--- src/source/step_motor_cfg.svh ---
`ifndef STEP_MOTOR_CFG_SVH
`define STEP_MOTOR_CFG_SVH

// width of a speed table entry, in slots
`define SPEED_W 16

// width of a step count
`define STEP_W 16

// 64 entry speed table
`define TABLE_AW 6

`define MOTOR_NBR 2

// ring length, at least MOTOR_NBR and at least 4 for the 2 cycle read
`define SLOT_NBR 8

`endif

--- src/source/motion_pkg.sv ---
`include "step_motor_cfg.svh"

package motion_pkg;

	// step period in scheduler slots
	typedef logic [`SPEED_W-1:0] speed_t;

	typedef logic [`STEP_W-1:0] step_t;

	typedef enum logic [1:0] {
		AXIS_IDLE,
		AXIS_FETCH,	// waiting for first period
		AXIS_RUN
	} axis_state_e;

endpackage

--- src/source/table_pkg.sv ---
`include "step_motor_cfg.svh"

package table_pkg;

	typedef logic [`TABLE_AW-1:0] table_addr_t;

	typedef enum logic [1:0] {
		LOAD_EMPTY,	// nothing written in this load
		LOAD_FILL,
		LOAD_READY
	} load_state_e;

endpackage

--- src/source/slot_scheduler.sv ---
`include "step_motor_cfg.svh"

module slot_scheduler
	import table_pkg::*;
(
	input  logic                                 clk,
	input  logic                                 resetn,
	input  logic [`MOTOR_NBR-1:0]                rd_req,
	input  table_addr_t [`MOTOR_NBR-1:0]         rd_addr_axis,
	output logic [`MOTOR_NBR-1:0]                slot_en,
	output table_addr_t                          rd_addr
);
	logic [`SLOT_NBR-1:0] ring;
	table_addr_t addr_merge;

	always_ff @(posedge clk) begin
		if (!resetn)
			ring <= {{(`SLOT_NBR-1){1'b0}}, 1'b1};	// axis 0 owns cycle 0
		else
			ring <= {ring[`SLOT_NBR-2:0], ring[`SLOT_NBR-1]};
	end

	assign slot_en = ring[`MOTOR_NBR-1:0];	// upper bits are idle slots

	// only the slot owner may request, so an OR is enough
	always_comb begin
		addr_merge = '0;
		for (int i = 0; i < `MOTOR_NBR; i++) begin
			if (rd_req[i] && ring[i])
				addr_merge = addr_merge | rd_addr_axis[i];
		end
	end

	always_ff @(posedge clk) begin
		rd_addr <= addr_merge;	// first stage of the fetch path
	end

endmodule

--- src/source/speed_table_loader.sv ---
module speed_table_loader
	import motion_pkg::*;
	import table_pkg::*;
(
	input  logic        clk,
	input  logic        resetn,
	input  logic        br_init,
	input  logic        br_wr_en,
	input  speed_t      br_data,
	output logic        wr_en,
	output table_addr_t wr_addr,
	output speed_t      wr_data,
	output table_addr_t last_index,
	output logic        table_ready
);
	load_state_e state;
	table_addr_t wr_index;

	assign wr_en = br_init && br_wr_en;	// strobes outside a load are dropped
	assign wr_addr = wr_index;
	assign wr_data = br_data;
	assign table_ready = (state == LOAD_READY);

	always_ff @(posedge clk) begin
		if (!resetn) begin
			state <= LOAD_EMPTY;
			wr_index <= '0;
			last_index <= '0;
		end else begin
			if (!br_init) begin
				wr_index <= '0;
			end else if (br_wr_en) begin
				wr_index <= wr_index + 1'b1;
				last_index <= wr_index;
			end
			case (state)
				LOAD_EMPTY: if (wr_en) state <= LOAD_FILL;
				LOAD_FILL: if (!br_init) state <= LOAD_READY;
				LOAD_READY: if (br_init) state <= wr_en ? LOAD_FILL : LOAD_EMPTY;	// new table
				default: state <= LOAD_EMPTY;
			endcase
		end
	end

endmodule

--- src/source/speed_table_ram.sv ---
`include "step_motor_cfg.svh"

module speed_table_ram
	import motion_pkg::*;
	import table_pkg::*;
(
	input  logic        clk,
	input  logic        wr_en,
	input  table_addr_t wr_addr,
	input  speed_t      wr_data,
	input  table_addr_t rd_addr,
	output speed_t      rd_data
);
	localparam int DEPTH = 1 << `TABLE_AW;

	speed_t mem [0:DEPTH-1];

	always_ff @(posedge clk) begin
		if (wr_en)
			mem[wr_addr] <= wr_data;
	end

	// registered read, second stage of the fetch path
	always_ff @(posedge clk) begin
		rd_data <= mem[rd_addr];
	end

endmodule

--- src/source/step_motor.sv ---
`include "step_motor_cfg.svh"

module step_motor
	import motion_pkg::*;
	import table_pkg::*;
(
	input  logic                         clk,
	input  logic                         resetn,
	input  logic                         br_init,
	input  logic                         br_wr_en,
	input  speed_t                       br_data,
	input  logic [`MOTOR_NBR-1:0]        start,
	input  logic [`MOTOR_NBR-1:0]        stop,
	input  step_t [`MOTOR_NBR-1:0]       step,
	input  logic [`MOTOR_NBR-1:0]        dir_in,
	output logic [`MOTOR_NBR-1:0]        drive,
	output logic [`MOTOR_NBR-1:0]        dir,
	output logic [`MOTOR_NBR-1:0]        busy,
	output speed_t [`MOTOR_NBR-1:0]      rt_speed,
	output logic                         table_ready
);
	logic wr_en;
	table_addr_t wr_addr;
	speed_t wr_data;
	table_addr_t last_index;
	table_addr_t rd_addr;
	speed_t rd_data;
	logic [`MOTOR_NBR-1:0] slot_en;
	logic [`MOTOR_NBR-1:0] rd_req;
	table_addr_t [`MOTOR_NBR-1:0] rd_addr_axis;

	speed_table_loader loader_i (
		.clk(clk),
		.resetn(resetn),
		.br_init(br_init),
		.br_wr_en(br_wr_en),
		.br_data(br_data),
		.wr_en(wr_en),
		.wr_addr(wr_addr),
		.wr_data(wr_data),
		.last_index(last_index),
		.table_ready(table_ready)
	);

	speed_table_ram ram_i (
		.clk(clk),
		.wr_en(wr_en),
		.wr_addr(wr_addr),
		.wr_data(wr_data),
		.rd_addr(rd_addr),
		.rd_data(rd_data)
	);

	slot_scheduler sched_i (
		.clk(clk),
		.resetn(resetn),
		.rd_req(rd_req),
		.rd_addr_axis(rd_addr_axis),
		.slot_en(slot_en),
		.rd_addr(rd_addr)
	);

	genvar i;
	generate
		for (i = 0; i < `MOTOR_NBR; i++) begin : axis
			step_pulse_gen pulse_i (
				.clk(clk),
				.resetn(resetn),
				.slot_en(slot_en[i]),
				.table_ready(table_ready),
				.last_index(last_index),
				.rd_data(rd_data),	// shared, each axis captures its own slot
				.start(start[i]),
				.stop(stop[i]),
				.step(step[i]),
				.dir_in(dir_in[i]),
				.rd_req(rd_req[i]),
				.rd_addr(rd_addr_axis[i]),
				.drive(drive[i]),
				.dir(dir[i]),
				.busy(busy[i]),
				.rt_speed(rt_speed[i])
			);
		end
	endgenerate

endmodule

--- src/source/step_pulse_gen.sv ---
module step_pulse_gen
	import motion_pkg::*;
	import table_pkg::*;
(
	input  logic        clk,
	input  logic        resetn,
	input  logic        slot_en,
	input  logic        table_ready,
	input  table_addr_t last_index,
	input  speed_t      rd_data,
	input  logic        start,
	input  logic        stop,
	input  step_t       step,
	input  logic        dir_in,
	output logic        rd_req,
	output table_addr_t rd_addr,
	output logic        drive,
	output logic        dir,
	output logic        busy,
	output speed_t      rt_speed
);
	axis_state_e state;
	logic [1:0] req_d;	// own request, delayed to meet rd_data
	logic start_ok;
	logic last_pulse;
	step_t step_left;
	table_addr_t index;
	table_addr_t next_index;
	speed_t count;
	speed_t period;
	speed_t fetched;

	assign start_ok = slot_en && state == AXIS_IDLE && start && table_ready && step != '0;
	assign drive = slot_en && state == AXIS_RUN && !stop && count == speed_t'(1);
	assign last_pulse = (step_left == step_t'(1));
	assign next_index = (index < last_index) ? index + 1'b1 : last_index;	// hold last speed

	assign rd_req = start_ok || (drive && !last_pulse);
	assign rd_addr = start_ok ? '0 : next_index;

	assign fetched = (rd_data == '0) ? speed_t'(1) : rd_data;	// zero entry is one slot
	assign busy = (state != AXIS_IDLE);
	assign rt_speed = (state == AXIS_RUN) ? period : '0;

	always_ff @(posedge clk) begin
		if (!resetn) begin
			state <= AXIS_IDLE;
			req_d <= '0;
			dir <= 1'b0;
		end else begin
			req_d <= {req_d[0], rd_req};
			case (state)
				AXIS_IDLE: begin
					if (start_ok) begin
						state <= AXIS_FETCH;
						dir <= dir_in;
					end
				end
				AXIS_FETCH: begin
					if (slot_en && stop)
						state <= AXIS_IDLE;
					else if (req_d[1])
						state <= AXIS_RUN;
				end
				AXIS_RUN: begin
					if (slot_en && stop)
						state <= AXIS_IDLE;
					else if (drive && last_pulse)
						state <= AXIS_IDLE;
				end
				default: state <= AXIS_IDLE;
			endcase
		end
	end

	always_ff @(posedge clk) begin
		if (start_ok) begin
			step_left <= step;
			index <= '0;
		end else if (drive) begin
			step_left <= step_left - 1'b1;
			index <= next_index;
		end
		if (req_d[1] && state != AXIS_IDLE) begin
			count <= fetched;	// reload lands before the next slot
			period <= fetched;
		end else if (slot_en && state == AXIS_RUN && count != speed_t'(1)) begin
			count <= count - 1'b1;
		end
	end

endmodule

--- config.mk ---
export PLATFORM = sky130hd
export DESIGN_NAME = step_motor
export DESIGN_NICKNAME = d
export VERILOG_FILES = /design/src/source/motion_pkg.sv /design/src/source/table_pkg.sv /design/src/source/slot_scheduler.sv /design/src/source/speed_table_loader.sv /design/src/source/speed_table_ram.sv /design/src/source/step_motor.sv /design/src/source/step_pulse_gen.sv
export VERILOG_INCLUDE_DIRS = /design/src /design/src/source
export SDC_FILE = /design/constraint.sdc
export NUM_CORES = 1
export LEC_CHECK = 0
export BUFFER_PORTS_ARGS = -buffer_cell sky130_fd_sc_hd__buf_2
export CORE_MARGIN = 2
export CORE_UTILIZATION = 40
export CTS_CLUSTER_SIZE = 14
export DETAILED_ROUTE_END_ITERATION = 8
export GPL_ROUTABILITY_DRIVEN = 0
export GPL_TIMING_DRIVEN = 0
export SYNTH_ARGS = -nofsm -noshare
export SYNTH_HDL_FRONTEND = slang
export SYNTH_SLANG_ARGS = --single-unit
--- constraint.sdc ---
create_clock -name clk -period 4.7 [get_ports clk]
set_clock_uncertainty 0.05 [all_clocks]
set_input_delay 0.235 -clock clk [delete_from_list [all_inputs] [get_ports clk]]
set_output_delay 0.235 -clock clk [all_outputs]
set_load 0.02 [all_outputs]
# Word level (Yosys, flattened, before mapping)
# Memory sizes are Yosys's and may differ from the RTL's. A register that Yosys moved wholly into a read port is not among the register bits.
# Index checks and enable logic that the tools add are counted.
[totals]
n_memories = 1
mem_bits_rw = 1024
elab_cells = 139
ff_bits = 146
[mem_list]
columns = ["name", "words", "word_bits", "rd", "rd_clocked_by_memory_dff", "write_ports", "line_no", "source"]
rows = [
  ["ram_i.mem", 64, 16, 1, 1, 1, "speed_table_ram.sv:16", "speed_t mem [0:DEPTH-1];"],
]
[classes]
n_bitwise = 1
n_lt_le_gt_ge = 2
reduce_logical = 52
n_mux = 36
eq_ne = 21
n_addsub = 7
[op_table]
columns = ["cell", "n"]
rows = [
  ["2-to-1 mux 16 bit", 11],
  ["== test 16 x 1 -> 1 bit, second input constant", 4],
  ["subtractor 16 x 1 -> 16 bit, second input constant", 4],
  ["2-to-1 mux 6 bit", 6],
  ["!= test 16 x 1 -> 1 bit, second input constant", 2],
  ["nonzero test 16 bit", 2],
  ["logical AND 1 bit", 27],
  ["2-to-1 mux 2 bit", 13],
  ["adder 6 x 1 -> 6 bit, second input constant", 3],
  ["case mux 2 bit (3 select lines)", 3],
  ["zero test 16 bit", 1],
  ["< comparator 6 bit", 2],
  ["nonzero test 2 bit", 6],
  ["AND reduction 3 bit", 3],
  ["AND reduction 2 bit", 4],
  ["== test 2 x 1 -> 1 bit, second input constant", 3],
  ["== test 2 bit, second input constant", 3],
  ["zero test 2 bit", 3],
  ["!= test 2 x 1 -> 1 bit, second input constant", 3],
  ["!= test 3 x 1 -> 1 bit, second input constant", 2],
  ["!= test 3 bit, second input constant", 2],
  ["bitwise OR 6 bit", 1],
  ["zero test 1 bit", 4],
  ["!= test 2 bit, second input constant", 2],
  ["other kinds (2)", 5],
]

# Longest topological paths before layout
[depth]
depth_word = 10
mapped_depth = 9

# Modules after synthesis
# A second synthesis with hierarchy kept.
[unflattened]
hier_cells = 2652
area_unflattened_um2 = 47986.0
[modules_own_cells]
columns = ["mod", "seq_area_each_um2", "area_each_um2", "n_inst", "cells_per_inst"]
rows = [
  ["speed_table_ram", 31069.8, 40042.2, 1, 1829],
  ["step_pulse_gen", 1661.6, 3420.8, 2, 356],
  ["speed_table_loader", 280.3, 675.6, 1, 77],
  ["slot_scheduler", 280.3, 426.7, 1, 34],
]

# Worst setup path before layout
# No wires, ideal clock.
[synth_timing]
path_kind = "input to register"
startpoint = "input port br_init"
endpoint = "memory ram_i.mem[32][0] (netlist bit), enable pin"
t_required_ps = 4241
stages = 5
slack_ps = 2107
arrival_time_ps = 2134
setup_time_ps = 409
n_path_buf = 1
cell_sequence = "clkbuf_1 nand2_1 nor2_1 nand2_1 nor3_1"
[synth_via]
elab_chain_cells = 3
[synth_lines]
columns = ["item", "line_no", "source"]
rows = [
  ["start, declared", "step_motor.sv:9", "input logic br_init,"],
  ["logical AND 1 bit", "speed_table_loader.sv:19", "assign wr_en = br_init && br_wr_en;"],
  ["2-to-1 mux 1 bit", "speed_table_ram.sv:19", "if (wr_en)"],
  ["2-to-1 mux 1 bit (not written as such)", "speed_table_ram.sv:20", "mem[wr_addr] <= wr_data;"],
  ["end, declared", "speed_table_ram.sv:16", ""],
]
# Every way passes these cells.

==> reports/qor.csv <==
metric,value,unit
CTS buffer count,121,
CP max FO,10,
first-pass GRT wire length,177,mm
Mean Syn Cell Area,19.3,um2
clock group share of total power,43.4,%
"CTS clk-pin slew, worst paths",0.06,ns
maxcap violations,0,
Placed Area,50400,um2
Post-Synthesis Cell Area,46900,um2
routed via count,25300,
drt drc,0,
Commonest cells post-synth,"edfxtp_1, mux4_2, nor2_1",
initial core utilization,40.4,%
Worst-Margin Slew,1.39,ns
Yosys top cell area share,71.7,%
Sequential Area,35000,um2
required time worst endpoint,5.21,ns
Worst setup startpoint,sched_i.rd_addr[1],
Leak,17.1,nW
routed wire length,123,mm
1st-iter DRT viols,3241,
yosys warns,0,
hpwl dp,82.7,mm
Worst Hold Path Cells,1,
cell count after synthesis,2433,
Sink Count,1186,
DIE HEIGHT,346,um
Ports,97,
Max H-tree Level,3,
Netlist cell types,67,
fill cell count,9584,
antenna-violating nets left,0,
Synth Register Bits,1186,
Comb pwr share,1.6,%
final hold violations,0,
status,completed,
sw frac,20.6,%
layout cell share with drive strength beyond 1,26.4,%
# rows,125,
most common cell in the netlist,edfxtp_1,
vias per inst,5.76,
CP startpoint kind,register,
peak supply drop,0.305,mV
part of the power in registers,55.1,%
Final period util,87.1,%
core area,116000,um2
sequential share of the synthesized area,74.5,%
Finished Cell Area,54600,um2
Final min period,4.09,ns
final worst slack,0.607,ns
"Power, Total",21.0,mW
Max transition margin,7.30,%
WHS Endpoint,ram_i.mem[28][4],
worst reg2reg path depth,8,
crit path DAT,4.61,ns
top post-synthesis cells by area,"edfxtp_1, mux4_2, dfxtp_1",
Internal,16.7,mW
fin util,47.0,%
CTS tree,done,
largest net degree at the start of global routing,65,
Die W,346,um
Net Sw Power,4.33,mW
number of synthesized flops with an enable pin,1120,
vias in the first global route,25600,
crit end category,register,
fin. max-slew vios,0,
RSZ-0062 raised after global routing,false,
die area,120000,um2
Final setup viols,0,
async set or reset register ratio after synthesis,0,%
RR Endpoint,ram_i.rd_data[1],
PwrDens,385,nW/um2
hold_sp,br_data[4],
Place WS,0.695,ns
Setup TNS Final,0,ns
Final nets,2832,
Root Buffer,clkbuf_16,
reg2reg setup slack,0.61,ns
Area Growth Syn to Fin,16.5,%
PortBufs,95,
Multi-input gate area,11300,um2
cell accounting for the most synthesized area,edfxtp_1,
r2r startpoint,sched_i.rd_addr[1],
main flop type after synthesis,edfxtp_1,
GRT Total Usage,20.3,%
initial antenna violation count,8,
grt total ovfl,0,
Hold Crit Class,input port to register,
worst-skew pair later-pin latency,0.72,ns
DRT Pass-1 Iters,5,
routed len/inst,27.9,um
WS Path Type,register to register,
Peak Freq,244,MHz
Clock Path Buffers,3,
syn nets,2512,
[sequential cells by signal (all words and copies together), names as in the netlist, 4 cells and up]
register and count:
axis.pulse_i.period 32, axis.pulse_i.index 12, loader_i.wr_addr 6, sched_i.rd_addr 6, axis.pulse_i.count 32, axis.pulse_i.req_d 4
loader_i.last_index 6, ram_i.mem 1024, axis.pulse_i.step_left 32, axis.pulse_i.state 4, sched_i.ring 8, ram_i.rd_data 16
[area by class of cell]
type,instances,area share [%]
clock buffer,151,5.84
inverter,23,0.158
timing repair buffer,197,3.45
buffer,141,1.30
sequential,1186,64.0
clock inverter,78,1.04
tap,1524,3.49
antenna,1,0.00458
multi-input combinational,1083,20.7
[power groups by stage]
stage | Combinational, mW | Sequential [mW] | Clock [mW]
finish | 0.328 | 11.6 | 9.12
global route | 0.353 | 11.6 | 9.65
CTS | 0.323 | 11.6 | 9.27
detailed placement | 0.296 | 11.8 | 0
global placement | 0.273 | 11.8 | 0
floorplan | 0.0763 | 11.8 | 0
[cells by family (layout without fill, tap and decap cells)]
kind of cell	Yosys count	in the layout	synth area share, %
other	0	1	0
adders and majority gates	21	21	0.560
DFF	1186	1186	74.5
buffers and inverters	164	590	1.70
xor gates and xnor gates	64	64	1.19
muxes	304	304	13.8
AOI/OAI and AO/OA	235	235	3.32
and+or+nand+nor	459	459	4.89
[worst max-delay path by stage]
stage,endpoint,slack [ns],depth (start not counted)
after floorplan,ram_i.mem[32][0],2.11,5
after global placement,ram_i.rd_data[10],0.71,8
after detailed placement,ram_i.rd_data[10],0.69,8
after CTS,ram_i.rd_data[10],0.67,8
after global routing,ram_i.rd_data[10],0.61,8
final,ram_i.rd_data[1],0.61,8
[worst max-delay path, cell delays in order, from the launching register on]
cell	delay, ns
dfxtp_1	0.31
buf_2	0.29
buf_2	0.35
buf_1	0.94
mux4_2	0.41
o22ai_1	0.13
nor3_1	0.93
a21oi_1	0.24
o221ai_1	0.27
[per-layer routing]
metal  part of all wire, %  up-vias  GRT usage [%]  routed length, um
met4                   4.0        6           7.72               4960
li1                      -    10600              -                  -
met5                 0.029        -              0                 36
met2                    47     1217           32.2              57300
met1                    41    13200           27.6              49800
met3                   8.6      250           4.28              10500
[stage by stage]
step	hold WS [ns]	std cells
6_report	0.00670	4384
5_1_grt	0.00735	4384
4_1_cts	0.0558	4382
3_5_place_dp	0.343	4113
3_3_place_gp	0.358	4052
2_1_floorplan	0.258	2433
[layout by cell type (no fill, tap or decap), types with 27 or more instances in the layout]
master	instances
nor2_2	62
a21oi_1	64
buf_2	115
dlygate4sd3_1	40
xor2_1	28
clkbuf_16	122
nand3_1	31
dfxtp_1	66
edfxtp_1	1120
mux4_2	275
nand2_1	68
o22ai_1	32
mux2i_1	27
nor2_1	115
clkinv_2	34
xnor2_1	36
clkbuf_1	103
and2_1	42
buf_8	47
[timing repair]
item	4_1_cts	5_1_grt
hold buffers	40	0
resized for setup	0	0
buffers inserted	0	0
endpoints found under the hold margin	57	0
Note: power is estimated with default switching activity, not from simulation.
